`config.mk`:
```
export PLATFORM = sky130hd
export DESIGN_NAME = lc3b_core
export DESIGN_NICKNAME = d
export VERILOG_FILES = /design/src/logic/lc3b_types.sv /design/src/logic/pipe_types.sv /design/src/logic/lc3b_core.sv /design/src/logic/execute.sv /design/src/logic/decode.sv /design/src/logic/fetch.sv /design/src/logic/regfile.sv
export VERILOG_INCLUDE_DIRS = /design/src /design/src/logic
export SDC_FILE = /design/constraint.sdc
export NUM_CORES = 1
export LEC_CHECK = 0
export ABC_AREA = 1
export BUFFER_PORTS_ARGS = -buffer_cell sky130_fd_sc_hd__buf_2
export CAP_MARGIN = 20
export CELL_PAD_IN_SITES_DETAIL_PLACEMENT = 1
export CELL_PAD_IN_SITES_GLOBAL_PLACEMENT = 2
export CORE_MARGIN = 5
export CORE_UTILIZATION = 30
export CTS_CLUSTER_SIZE = 20
export DETAILED_ROUTE_END_ITERATION = 7
export MAX_ROUTING_LAYER = met4
export PLACE_DENSITY = 0.69
export SETUP_SLACK_MARGIN = 0.2
export SLEW_MARGIN = 40
export SYNTH_ARGS = -nofsm -noshare
export SYNTH_HDL_FRONTEND = slang
export SYNTH_SLANG_ARGS = --single-unit
```
`constraint.sdc`:
```
create_clock -name clk -period 6.05 [get_ports clk]
set_input_delay 0.605 -clock clk [delete_from_list [all_inputs] [get_ports clk]]
set_output_delay 0.605 -clock clk [all_outputs]
set_load 0.01 [all_outputs]
```
`src/logic/lc3b_settings.svh`:
```
`ifndef LC3B_SETTINGS_SVH
`define LC3B_SETTINGS_SVH

// first instruction fetched after reset
`define LC3B_RESET_PC 16'h0000

// datapath width in bits
`define LC3B_XLEN 16

// architectural registers R0..R7
`define LC3B_NREGS 8

`endif
```
`src/logic/lc3b_types.sv`:
```
`include "lc3b_settings.svh"

package lc3b_types;

	typedef logic [`LC3B_XLEN-1:0] lc3b_word;
	typedef logic [2:0] lc3b_reg;
	typedef logic [2:0] lc3b_cc; // n, z, p

	typedef enum logic [3:0] {
		op_br   = 4'b0000,
		op_add  = 4'b0001,
		op_ldb  = 4'b0010,
		op_stb  = 4'b0011,
		op_jsr  = 4'b0100,
		op_and  = 4'b0101,
		op_ldr  = 4'b0110,
		op_str  = 4'b0111,
		op_rti  = 4'b1000,
		op_not  = 4'b1001,
		op_ldi  = 4'b1010,
		op_sti  = 4'b1011,
		op_jmp  = 4'b1100,
		op_shf  = 4'b1101,
		op_lea  = 4'b1110,
		op_trap = 4'b1111
	} lc3b_opcode;

	typedef enum logic [2:0] {
		alu_add,
		alu_and,
		alu_not,
		alu_pass, // srca straight through
		alu_sll,
		alu_srl,
		alu_sra
	} alu_op_t;

endpackage

```
`src/logic/pipe_types.sv`:
```
package pipe_types;

	typedef enum logic [2:0] {
		srcb_reg,
		srcb_imm5,
		srcb_off9, // sext(offset9) << 1
		srcb_shamt,
		srcb_off11 // sext(offset11) << 1
	} srcb_sel_t;

	typedef enum logic [1:0] {
		pc_next,
		pc_target, // alu result
		pc_reg // base register
	} pc_sel_t;

	typedef struct packed {
		logic valid;
		lc3b_types::lc3b_word pc_out; // already incremented
		lc3b_types::lc3b_word intr;
	} IF_ID;

	typedef struct packed {
		logic srcamux_sel; // 1 selects pc_out
		srcb_sel_t srcbmux_sel;
		lc3b_types::alu_op_t aluop;
		logic load_regfile;
		logic load_cc;
		logic destmux_sel; // link into R7
		pc_sel_t pcmux_sel;
		logic is_br;
	} ctrl_t;

	typedef struct packed {
		logic valid;
		ctrl_t ctrl;
		lc3b_types::lc3b_word pc_out;
		lc3b_types::lc3b_word intr;
		lc3b_types::lc3b_word srca_out;
		lc3b_types::lc3b_word srcb_out;
		lc3b_types::lc3b_reg dest;
	} ID_EX;

	typedef struct packed {
		lc3b_types::lc3b_word pc;
		logic wr;
		lc3b_types::lc3b_reg dest;
		lc3b_types::lc3b_word data;
	} retire_t;

	typedef struct packed {
		logic cyc;
		logic stb;
		logic [15:0] adr;
	} wb_req_t;

	typedef struct packed {
		logic ack;
		logic [15:0] dat;
	} wb_rsp_t;

endpackage

```
`src/logic/lc3b_core.sv`:
```
`timescale 1ns/10ps

module lc3b_core (
	input logic clk,
	input logic arst_n,
	output pipe_types::wb_req_t ibus_req,
	input pipe_types::wb_rsp_t ibus_rsp,
	output logic retire_valid,
	output pipe_types::retire_t retire
);
	import lc3b_types::*;
	import pipe_types::*;

	IF_ID if_id;
	ID_EX id_ex;
	logic redirect;
	lc3b_word target;
	logic flush;
	logic wb_load;
	lc3b_reg wb_dest;
	lc3b_word wb_data;

	fetch i_fetch (
		.clk,
		.arst_n,
		.ibus_req,
		.ibus_rsp,
		.redirect,
		.target,
		.if_id
	);

	decode i_decode (
		.clk,
		.arst_n,
		.if_id,
		.flush,
		.wb_load,
		.wb_dest,
		.wb_data,
		.id_ex1(id_ex)
	);

	execute i_execute (
		.clk,
		.arst_n,
		.id_ex,
		.redirect,
		.target,
		.flush,
		.wb_load,
		.wb_dest,
		.wb_data,
		.retire_valid,
		.retire
	);

endmodule

```
`src/logic/execute.sv`:
```
`timescale 1ns/10ps

module execute (
	input logic clk,
	input logic arst_n,
	input pipe_types::ID_EX id_ex,
	output logic redirect,
	output lc3b_types::lc3b_word target,
	output logic flush,
	output logic wb_load,
	output lc3b_types::lc3b_reg wb_dest,
	output lc3b_types::lc3b_word wb_data,
	output logic retire_valid,
	output pipe_types::retire_t retire
);
	import lc3b_types::*;
	import pipe_types::*;

	lc3b_word srca;
	lc3b_word srcb;
	lc3b_word alu_out;
	lc3b_cc nzp;
	logic taken;

	assign srca = id_ex.ctrl.srcamux_sel ? id_ex.pc_out : id_ex.srca_out;

	always_comb begin
		case (id_ex.ctrl.srcbmux_sel)
			srcb_imm5: srcb = {{11{id_ex.intr[4]}}, id_ex.intr[4:0]};
			srcb_off9: srcb = {{6{id_ex.intr[8]}}, id_ex.intr[8:0], 1'b0};
			srcb_shamt: srcb = {12'b0, id_ex.intr[3:0]};
			srcb_off11: srcb = {{4{id_ex.intr[10]}}, id_ex.intr[10:0], 1'b0};
			default: srcb = id_ex.srcb_out;
		endcase
	end

	always_comb begin
		case (id_ex.ctrl.aluop)
			alu_and: alu_out = srca & srcb;
			alu_not: alu_out = ~srca;
			alu_pass: alu_out = srca;
			alu_sll: alu_out = srca << srcb[3:0];
			alu_srl: alu_out = srca >> srcb[3:0];
			alu_sra: alu_out = lc3b_word'($signed(srca) >>> srcb[3:0]);
			default: alu_out = srca + srcb;
		endcase
	end

	always_ff @(posedge clk or negedge arst_n) begin
		if (!arst_n)
			nzp <= 3'b010;
		else if (id_ex.valid && id_ex.ctrl.load_cc)
			nzp <= {alu_out[15], alu_out == '0, !alu_out[15] && alu_out != '0};
	end

	// BR tests the flags left by the previous instruction
	assign taken = id_ex.ctrl.is_br ? |(nzp & id_ex.intr[11:9])
		: (id_ex.ctrl.pcmux_sel != pc_next);

	assign redirect = id_ex.valid & taken;
	assign flush = redirect;
	assign target = (id_ex.ctrl.pcmux_sel == pc_reg) ? id_ex.srca_out : alu_out;

	assign wb_load = id_ex.valid & id_ex.ctrl.load_regfile;
	assign wb_dest = id_ex.dest;
	assign wb_data = id_ex.ctrl.destmux_sel ? id_ex.pc_out : alu_out; // link for JSR

	assign retire_valid = id_ex.valid;
	assign retire.pc = id_ex.pc_out - lc3b_word'(2);
	assign retire.wr = id_ex.ctrl.load_regfile;
	assign retire.dest = wb_dest;
	assign retire.data = wb_data;

endmodule

```
`src/logic/decode.sv`:
```
`timescale 1ns/10ps

module decode (
	input logic clk,
	input logic arst_n,
	input pipe_types::IF_ID if_id,
	input logic flush,
	input logic wb_load,
	input lc3b_types::lc3b_reg wb_dest,
	input lc3b_types::lc3b_word wb_data,
	output pipe_types::ID_EX id_ex1
);
	import lc3b_types::*;
	import pipe_types::*;

	lc3b_opcode opcode;
	lc3b_reg src_a;
	lc3b_reg src_b;
	lc3b_reg dest;
	lc3b_word reg_a;
	lc3b_word reg_b;
	ctrl_t ctrl;
	ID_EX id_ex;
	logic valid_q;

	assign opcode = lc3b_opcode'(if_id.intr[15:12]);
	assign src_a = if_id.intr[8:6];

	// stores name their data register in 11:9
	assign src_b = (opcode inside {op_str, op_stb, op_sti}) ? if_id.intr[11:9] : if_id.intr[2:0];
	assign dest = ctrl.destmux_sel ? 3'b111 : if_id.intr[11:9];

	regfile i_regfile (
		.clk,
		.arst_n,
		.load(wb_load),
		.in(wb_data),
		.dest(wb_dest),
		.src_a,
		.src_b,
		.reg_a,
		.reg_b
	);

	always_comb begin
		ctrl = '0;
		ctrl.srcbmux_sel = srcb_reg;
		ctrl.aluop = alu_add;
		ctrl.pcmux_sel = pc_next;
		case (opcode)
			op_add, op_and: begin
				ctrl.aluop = (opcode == op_and) ? alu_and : alu_add;
				ctrl.load_regfile = 1'b1;
				ctrl.load_cc = 1'b1;
				if (if_id.intr[5])
					ctrl.srcbmux_sel = srcb_imm5;
			end
			op_not: begin
				ctrl.aluop = alu_not;
				ctrl.load_regfile = 1'b1;
				ctrl.load_cc = 1'b1;
			end
			op_shf: begin
				ctrl.srcbmux_sel = srcb_shamt;
				if (!if_id.intr[4])
					ctrl.aluop = alu_sll;
				else if (if_id.intr[5])
					ctrl.aluop = alu_sra;
				else
					ctrl.aluop = alu_srl;
				ctrl.load_regfile = 1'b1;
				ctrl.load_cc = 1'b1;
			end
			op_lea: begin
				ctrl.srcamux_sel = 1'b1;
				ctrl.srcbmux_sel = srcb_off9;
				ctrl.load_regfile = 1'b1; // cc untouched in LC-3b
			end
			op_br: begin
				ctrl.srcamux_sel = 1'b1;
				ctrl.srcbmux_sel = srcb_off9;
				ctrl.pcmux_sel = pc_target;
				ctrl.is_br = 1'b1;
			end
			op_jmp: begin
				ctrl.aluop = alu_pass;
				ctrl.pcmux_sel = pc_reg;
			end
			op_jsr: begin
				ctrl.load_regfile = 1'b1;
				ctrl.destmux_sel = 1'b1;
				if (if_id.intr[11]) begin
					ctrl.srcamux_sel = 1'b1;
					ctrl.srcbmux_sel = srcb_off11;
					ctrl.pcmux_sel = pc_target;
				end else begin
					ctrl.aluop = alu_pass; // JSRR
					ctrl.pcmux_sel = pc_reg;
				end
			end
			default: ; // memory ops, rti and trap do nothing
		endcase
	end

	always_comb begin
		id_ex.valid = if_id.valid & ~flush;
		id_ex.ctrl = ctrl;
		id_ex.pc_out = if_id.pc_out;
		id_ex.intr = if_id.intr;
		id_ex.srca_out = (wb_load && wb_dest == src_a) ? wb_data : reg_a; // bypass writeback
		id_ex.srcb_out = (wb_load && wb_dest == src_b) ? wb_data : reg_b;
		id_ex.dest = dest;
	end

	always_ff @(posedge clk or negedge arst_n) begin
		if (!arst_n)
			valid_q <= 1'b0;
		else
			valid_q <= id_ex.valid;
	end

	always_ff @(posedge clk) begin
		id_ex1.ctrl <= id_ex.ctrl;
		id_ex1.pc_out <= id_ex.pc_out;
		id_ex1.intr <= id_ex.intr;
		id_ex1.srca_out <= id_ex.srca_out;
		id_ex1.srcb_out <= id_ex.srcb_out;
		id_ex1.dest <= id_ex.dest;
	end

	assign id_ex1.valid = valid_q;

endmodule

```
`src/logic/fetch.sv`:
```
`timescale 1ns/10ps
`include "lc3b_settings.svh"

module fetch (
	input logic clk,
	input logic arst_n,
	output pipe_types::wb_req_t ibus_req,
	input pipe_types::wb_rsp_t ibus_rsp,
	input logic redirect,
	input lc3b_types::lc3b_word target,
	output pipe_types::IF_ID if_id
);
	import pipe_types::*;

	typedef enum logic [1:0] {
		idle,
		wait_ack,
		drop // read still open but its word is stale
	} fetch_state_t;

	fetch_state_t state;
	logic [15:0] pc;
	logic [15:0] pc_next;
	logic [15:0] pend_pc;
	logic if_valid;
	logic [15:0] if_pc;
	logic [15:0] if_intr;

	assign pc_next = pc + `LC3B_XLEN'(2);

	assign ibus_req.cyc = (state != idle);
	assign ibus_req.stb = (state != idle);
	assign ibus_req.adr = pc; // held for the whole read

	always_ff @(posedge clk or negedge arst_n) begin
		if (!arst_n) begin
			state <= idle;
			pc <= `LC3B_RESET_PC;
			if_valid <= 1'b0;
		end else begin
			if_valid <= 1'b0; // valid for a single cycle only
			case (state)
				idle: begin
					if (redirect)
						pc <= target;
					state <= wait_ack;
				end
				wait_ack: begin
					if (redirect) begin
						if (ibus_rsp.ack) begin
							pc <= target;
							state <= idle;
						end else begin
							state <= drop;
						end
					end else if (ibus_rsp.ack) begin
						if_valid <= 1'b1;
						pc <= pc_next;
						state <= idle;
					end
				end
				drop: begin
					if (ibus_rsp.ack) begin
						pc <= redirect ? target : pend_pc;
						state <= idle;
					end
				end
				default: state <= idle;
			endcase
		end
	end

	always_ff @(posedge clk) begin
		if (state == wait_ack && ibus_rsp.ack) begin
			if_pc <= pc_next;
			if_intr <= ibus_rsp.dat;
		end
		if (redirect)
			pend_pc <= target; // used once the open read ends
	end

	assign if_id = '{valid: if_valid, pc_out: if_pc, intr: if_intr};

endmodule

```
`src/logic/regfile.sv`:
```
`timescale 1ns/10ps
`include "lc3b_settings.svh"

module regfile (
	input logic clk,
	input logic arst_n,
	input logic load,
	input lc3b_types::lc3b_word in,
	input lc3b_types::lc3b_reg dest,
	input lc3b_types::lc3b_reg src_a,
	input lc3b_types::lc3b_reg src_b,
	output lc3b_types::lc3b_word reg_a,
	output lc3b_types::lc3b_word reg_b
);
	import lc3b_types::*;

	lc3b_word data [`LC3B_NREGS];

	always_ff @(posedge clk or negedge arst_n) begin
		if (!arst_n) begin
			for (int i = 0; i < `LC3B_NREGS; i++)
				data[i] <= '0;
		end else if (load) begin
			data[dest] <= in;
		end
	end

	assign reg_a = data[src_a];
	assign reg_b = data[src_b];

endmodule

```
# == Word-level counts from Yosys, hierarchy flattened ==
# Cells that the tools add are included.
# word_totals
output_inout_bits,55
ff_bits,275
input_bits,19
# classes
mux,47
n_eq_ne,28
shifts,3
bitwise,10
addsub,3
reduce_logical,21
order_cmp,4
# ops
op,count
$mux W16,16
$bwmux W128,1
$bmux W16 S3,2
$pmux W16 S6,1
$pmux W16 S4,1
$demux W16 S3,1
$pmux W16 S3,1
$eq A4 B4 Y1 const B,5
$add A16 B16 Y16,1
$add A16 B2 Y16 const B,1
$and A16 B16 Y16,1
$logic_not A16 Y1,1
$not A16 Y16,1
$reduce_bool A16 Y1,1
$shl A16 B4 Y16,1
$shr A16 B4 Y16,1
$sshr A16 B4 Y16,1
$sub A16 B2 Y16 const B,1
$pmux W3 S5,1
$mux W2,7
$eq A3 B2 Y1 const B,4
$eq A3 B3 Y1 const B,4
$eq A4 B3 Y1 const B,3
$ge A4 B4 Y1 const B,3
other kinds (30),56

# == Longest topological paths before layout ==
# depth
depth_word,8
mapped_depth,28

# == Hierarchy ==
# A second synthesis with hierarchy kept.
# unflattened
hier_cells,2660
area_unflattened_um2,17490.5
# modules_own_cells
module,instances,seq_area_each_um2,area_per_inst_um2,cells_each
regfile,1,3203.1,7489.7,1165
execute,1,76.3,4286.6,876
fetch,1,1756.7,3201.8,355
decode,1,1626.6,2512.4,264

# == Least setup slack after synthesis ==
# OpenSTA, ideal clock, no wires.
# synth_path
path_type,reg2out
from,register i_decode.id_ex1[78] (netlist bit)
to,output retire[9] (netlist bit)
t_arrival_ns,3.064
path_stages_with_launch,26
path_slack_ns,2.381
path_cell_list,dfxtp_1 -> inv_2 -> nand3_2 -> nand2_4 -> inv_2 -> nor2_1 -> nor2_2 -> nand2_4 -> buf_6 -> buf_6 -> buf_6 -> ha_1 -> nand3_1 -> nand3_1 -> nand2_1 -> nand2_1 -> nand2_1 -> nand2_1 -> a21oi_1 -> o21ai_0 -> xor2_1 -> nand2_1 -> nand3_1 -> o21ai_0 -> buf_2 -> inv_1
# synth_rtl
element,line,source
from (decl),decode.sv:11,output pipe_types::ID_EX id_ex1
to (decl),lc3b_core.sv:9,output pipe_types::retire_t retire

==> key figures <==
Worst setup path
  – CP Data Required Time: 5440 ps
  – CP bufs+invs: 3
  – Slowest cell on crit path: a211oi_1
  – CP Capture Type: output port
  – Crit path DAT: 4570 ps
  – CP startpoint kind: flop
  – CP Cell Sequence: nor2_1, nand2_2, nand2_4, nor2_4, a211oi_1, nor2_1, ha_1, inv_1, o21ai_0, a21oi_1, o21ai_0, a21oi_1, nor2_1, nor2_1, nor2_2, nand2_1, o21ai_2, inv_1, buf_2
  – Worst Path Max Fanout: 11
  – CP dominant cell by count: nor2_1
  – Reg2reg path depth: 24
  – RR Endpoint: i_execute.nzp[0]
  – R2r startpoint: i_decode.id_ex1[78]
  – Top delay family on crit path: compound AO/OA/AOI/OAI gates
  – Slowest cell delay on critical path: 540 ps
  – FF-to-FF setup slack: 1960 ps
  – Setup CP Type: flop to output port

Timing
  – Final Hold Fails: 0
  – Worst slew pin tran: 868.7 ps
  – Setup WS post-layout: 878.1 ps
  – Clock Skew: 22.98 ps
  – Final setup fails: 0
  – Total Neg Setup Slack: 0 ps
  – Fin crit share: 85.49%
  – Max frequency: 0.1934 GHz
  – RSZ-0062 raised after global routing: no
  – Max-slew violations: 0
  – Relative slew margins: 41.70%
  – Minimum clock period: 5172 ps

Clock tree
  – CTS Buf Count: 35
  – Hold_buf cts: 0
  – Resized Gates After CTS: 0
  – Post-CTS setup buffers: 0
  – Sink Count: 275
  – Deepest clock path buffer count: 3
  – Worst skew pair latency: 560 ps
  – CTS tree: built
  – H-tree depth: 2
  – Clock slew at reported path FFs: 60 ps
  – Root buffer cell: clkbuf_16

Logic synthesis
  – Netlist cell types: 58
  – Ys async rst share: 54.91%
  – Syn avg cell area: 7.038 sq um
  – EDFF count, synth: 32
  – Cell count after synthesis: 2,328
  – #FFs+latches synth: 275
  – Syn Nets: 2,371
  – Mapped cell area: 16,380 sq um
  – Seq/Total Area, Yosys: 40.18%
  – Top_reg_cell synth: dfrtp_1
  – Synth warn: 0

Route
  – Initial DRT Pass Iterations: 5
  – Antenna Violating Nets Remaining: 0
  – Post-DR wirelength/cell: 22.80 microns
  – Aggregate routed wire length: 70,120 microns
  – Initial DRC Count: 1,061
  – Routed vias/inst: 5.256
  – DRC viols: 0
  – Vias: 16,160

Floorplan
  – Initial Util: 30.39%
  – Die X: 243.7 microns
  – Die area: 59,390 sq um
  – I/O pin total: 74
  – Std cell rows: 85
  – Die H: 243.7 microns
  – Total core area: 53,920 sq um

Finish
  – Largest regs: i_decode.i_regfile.data: 128 flops, i_decode.id_ex1: 76 flops
  – Max reg flops: 128
  – Fillcell total: 6,650
  – Syn-to-layout area delta: 13.59%
  – Most frequent cells in the layout: 623 x nand2_1, 257 x o21ai_0, 248 x inv_1, 211 x nand3_1, 150 x dfrtp_1
  – Antenna diode count: 0
  – Nets@finish: 2,395
  – Largest register by flop count: i_decode.i_regfile.data
  – Commonest non-fill, non-tap cell in the layout: nand2_1
  – Layout cells sized above 1: 10.47%

Placement
  – HPWL after detailed placement: 50,150 microns
  – Worst slack, placed: 1373 ps
  – RePlAce Congestion: 0.9032
  – Port Buffers: 73

Power and ir drop
  – Leakage: 0.008684 uW
  – PD cells: 649.9 nW/um^2
  – VDD IR max: 0.0003059 V

Min path
  – Hold crit path type: input pin to async pin

GRT
  – GR Overflow Total: 0
  – Vias in the first global route: 16,540
  – Initial antenna violation count: 0
  – Global-route wire length before repair: 106,100 microns
  – Total track usage: 23.71%
  – Largest net degree at the start of global routing: 85

Run
  – Reported max-cap violation count: 0

Status
  – Status: finished clean
-- layer usage --
| metal | global-route usage [%] | up-vias | part of all wire (%) |
|---|---|---|---|
| li1 | - | 7735 | - |
| met1 | 33.94 | 7970 | 49 |
| met2 | 35.86 | 368 | 44 |
| met3 | 2.992 | 89 | 4.4 |
| met4 | 5.675 | 0 | 2.4 |
| met5 | - | - | 0 |
-- where the power goes --
| group | switching (uW) | internal, uW |
|---|---|---|
| Clock | 885 | 1370 |
| Combinational | 4840 | 1930 |
| Sequential | 500 | 2560 |
| Total | 6230 | 5870 |
-- per-stage QoR --
step           hold slack (ps)  utilization (%)  total power (uW)  cells  instance area (sq um)
3_3_place_gp             324.9            32.12              9786   3010                  17320
6_report                 62.74            34.51             12090   3075                  18610
3_5_place_dp             327.9            32.20              9865   3011                  17360
2_1_floorplan            309.4                -              7284   2328                  16380
5_1_grt                  119.5            34.51             12990   3075                  18610
4_1_cts                  105.4            34.51             12180   3075                  18610
-- synthesized netlist by cell type, types with 3 or more instances --
cell / n / area, sq um
a211oi_1: 6 / 45.04
a21oi_1: 142 / 710.7
a221oi_1: 5 / 43.79
a22oi_1: 3 / 22.52
buf_1: 9 / 33.78
buf_2: 18 / 90.09
buf_4: 13 / 97.59
buf_6: 8 / 90.09
clkbuf_1: 76 / 285.3
clkbuf_2: 3 / 15.01
clkinv_1: 3 / 11.26
dfrtp_1: 150 / 3754
dfxtp_1: 92 / 1842
edfxtp_1: 32 / 960.9
ha_1: 23 / 287.8
inv_1: 252 / 945.9
inv_2: 9 / 33.78
nand2_1: 624 / 2342
nand2_2: 9 / 56.30
nand3_1: 211 / 1056
nand3_2: 7 / 70.07
nand4_1: 18 / 112.6
nor2_1: 123 / 461.7
nor2_2: 7 / 43.79
nor2_4: 3 / 33.78
nor3_1: 16 / 80.08
nor3_2: 3 / 30.03
o211ai_1: 31 / 232.7
o21ai_0: 262 / 1311
o21ai_1: 55 / 275.3
o21ai_2: 16 / 140.1
o21ai_4: 4 / 65.06
o221ai_1: 3 / 26.28
o22ai_1: 11 / 68.82
o311ai_0: 14 / 122.6
o31ai_1: 3 / 22.52
or2_2: 3 / 18.77
xnor2_1: 9 / 78.83
xor2_1: 28 / 245.2
-- logic make-up after synthesis --
group | after synthesis | synth area share [%]
AO/OA/AOI/OAI | 568 | 19.49
XOR/XNOR | 37 | 1.978
adder cells (fa/ha/maj) | 24 | 1.879
buffers and inverters | 393 | 9.859
flip-flops | 275 | 40.18
AND/OR/NAND/NOR | 1031 | 26.62
-- cell type report --
class                   instances  area, sq um  area share, %
well taps                     696        870.8          4.679
inverters                     266         1008          5.419
clock buffers                  57         1166          6.266
flip-flops and latches        275         6584          35.38
multi-input cells            1660         8212          44.12
clock inverters                 7        78.83         0.4236
repair buffers                114        690.7          3.711
-- worst max path at each step --
stage / from / to / slack, ps / cells after the start
after floorplan: i_decode.id_ex1[78] / retire[9] / 2380 / 25
after global placement: i_decode.id_ex1[77] / retire[15] / 1400 / 20
after detailed placement: i_decode.id_ex1[79] / retire[10] / 1370 / 15
after CTS: i_decode.id_ex1[79] / retire[10] / 770 / 15
after global routing: i_decode.id_ex1[77] / retire[9] / 510 / 22
final: i_decode.id_ex1[77] / retire[15] / 880 / 19
(Power assumes the default switching activity.)
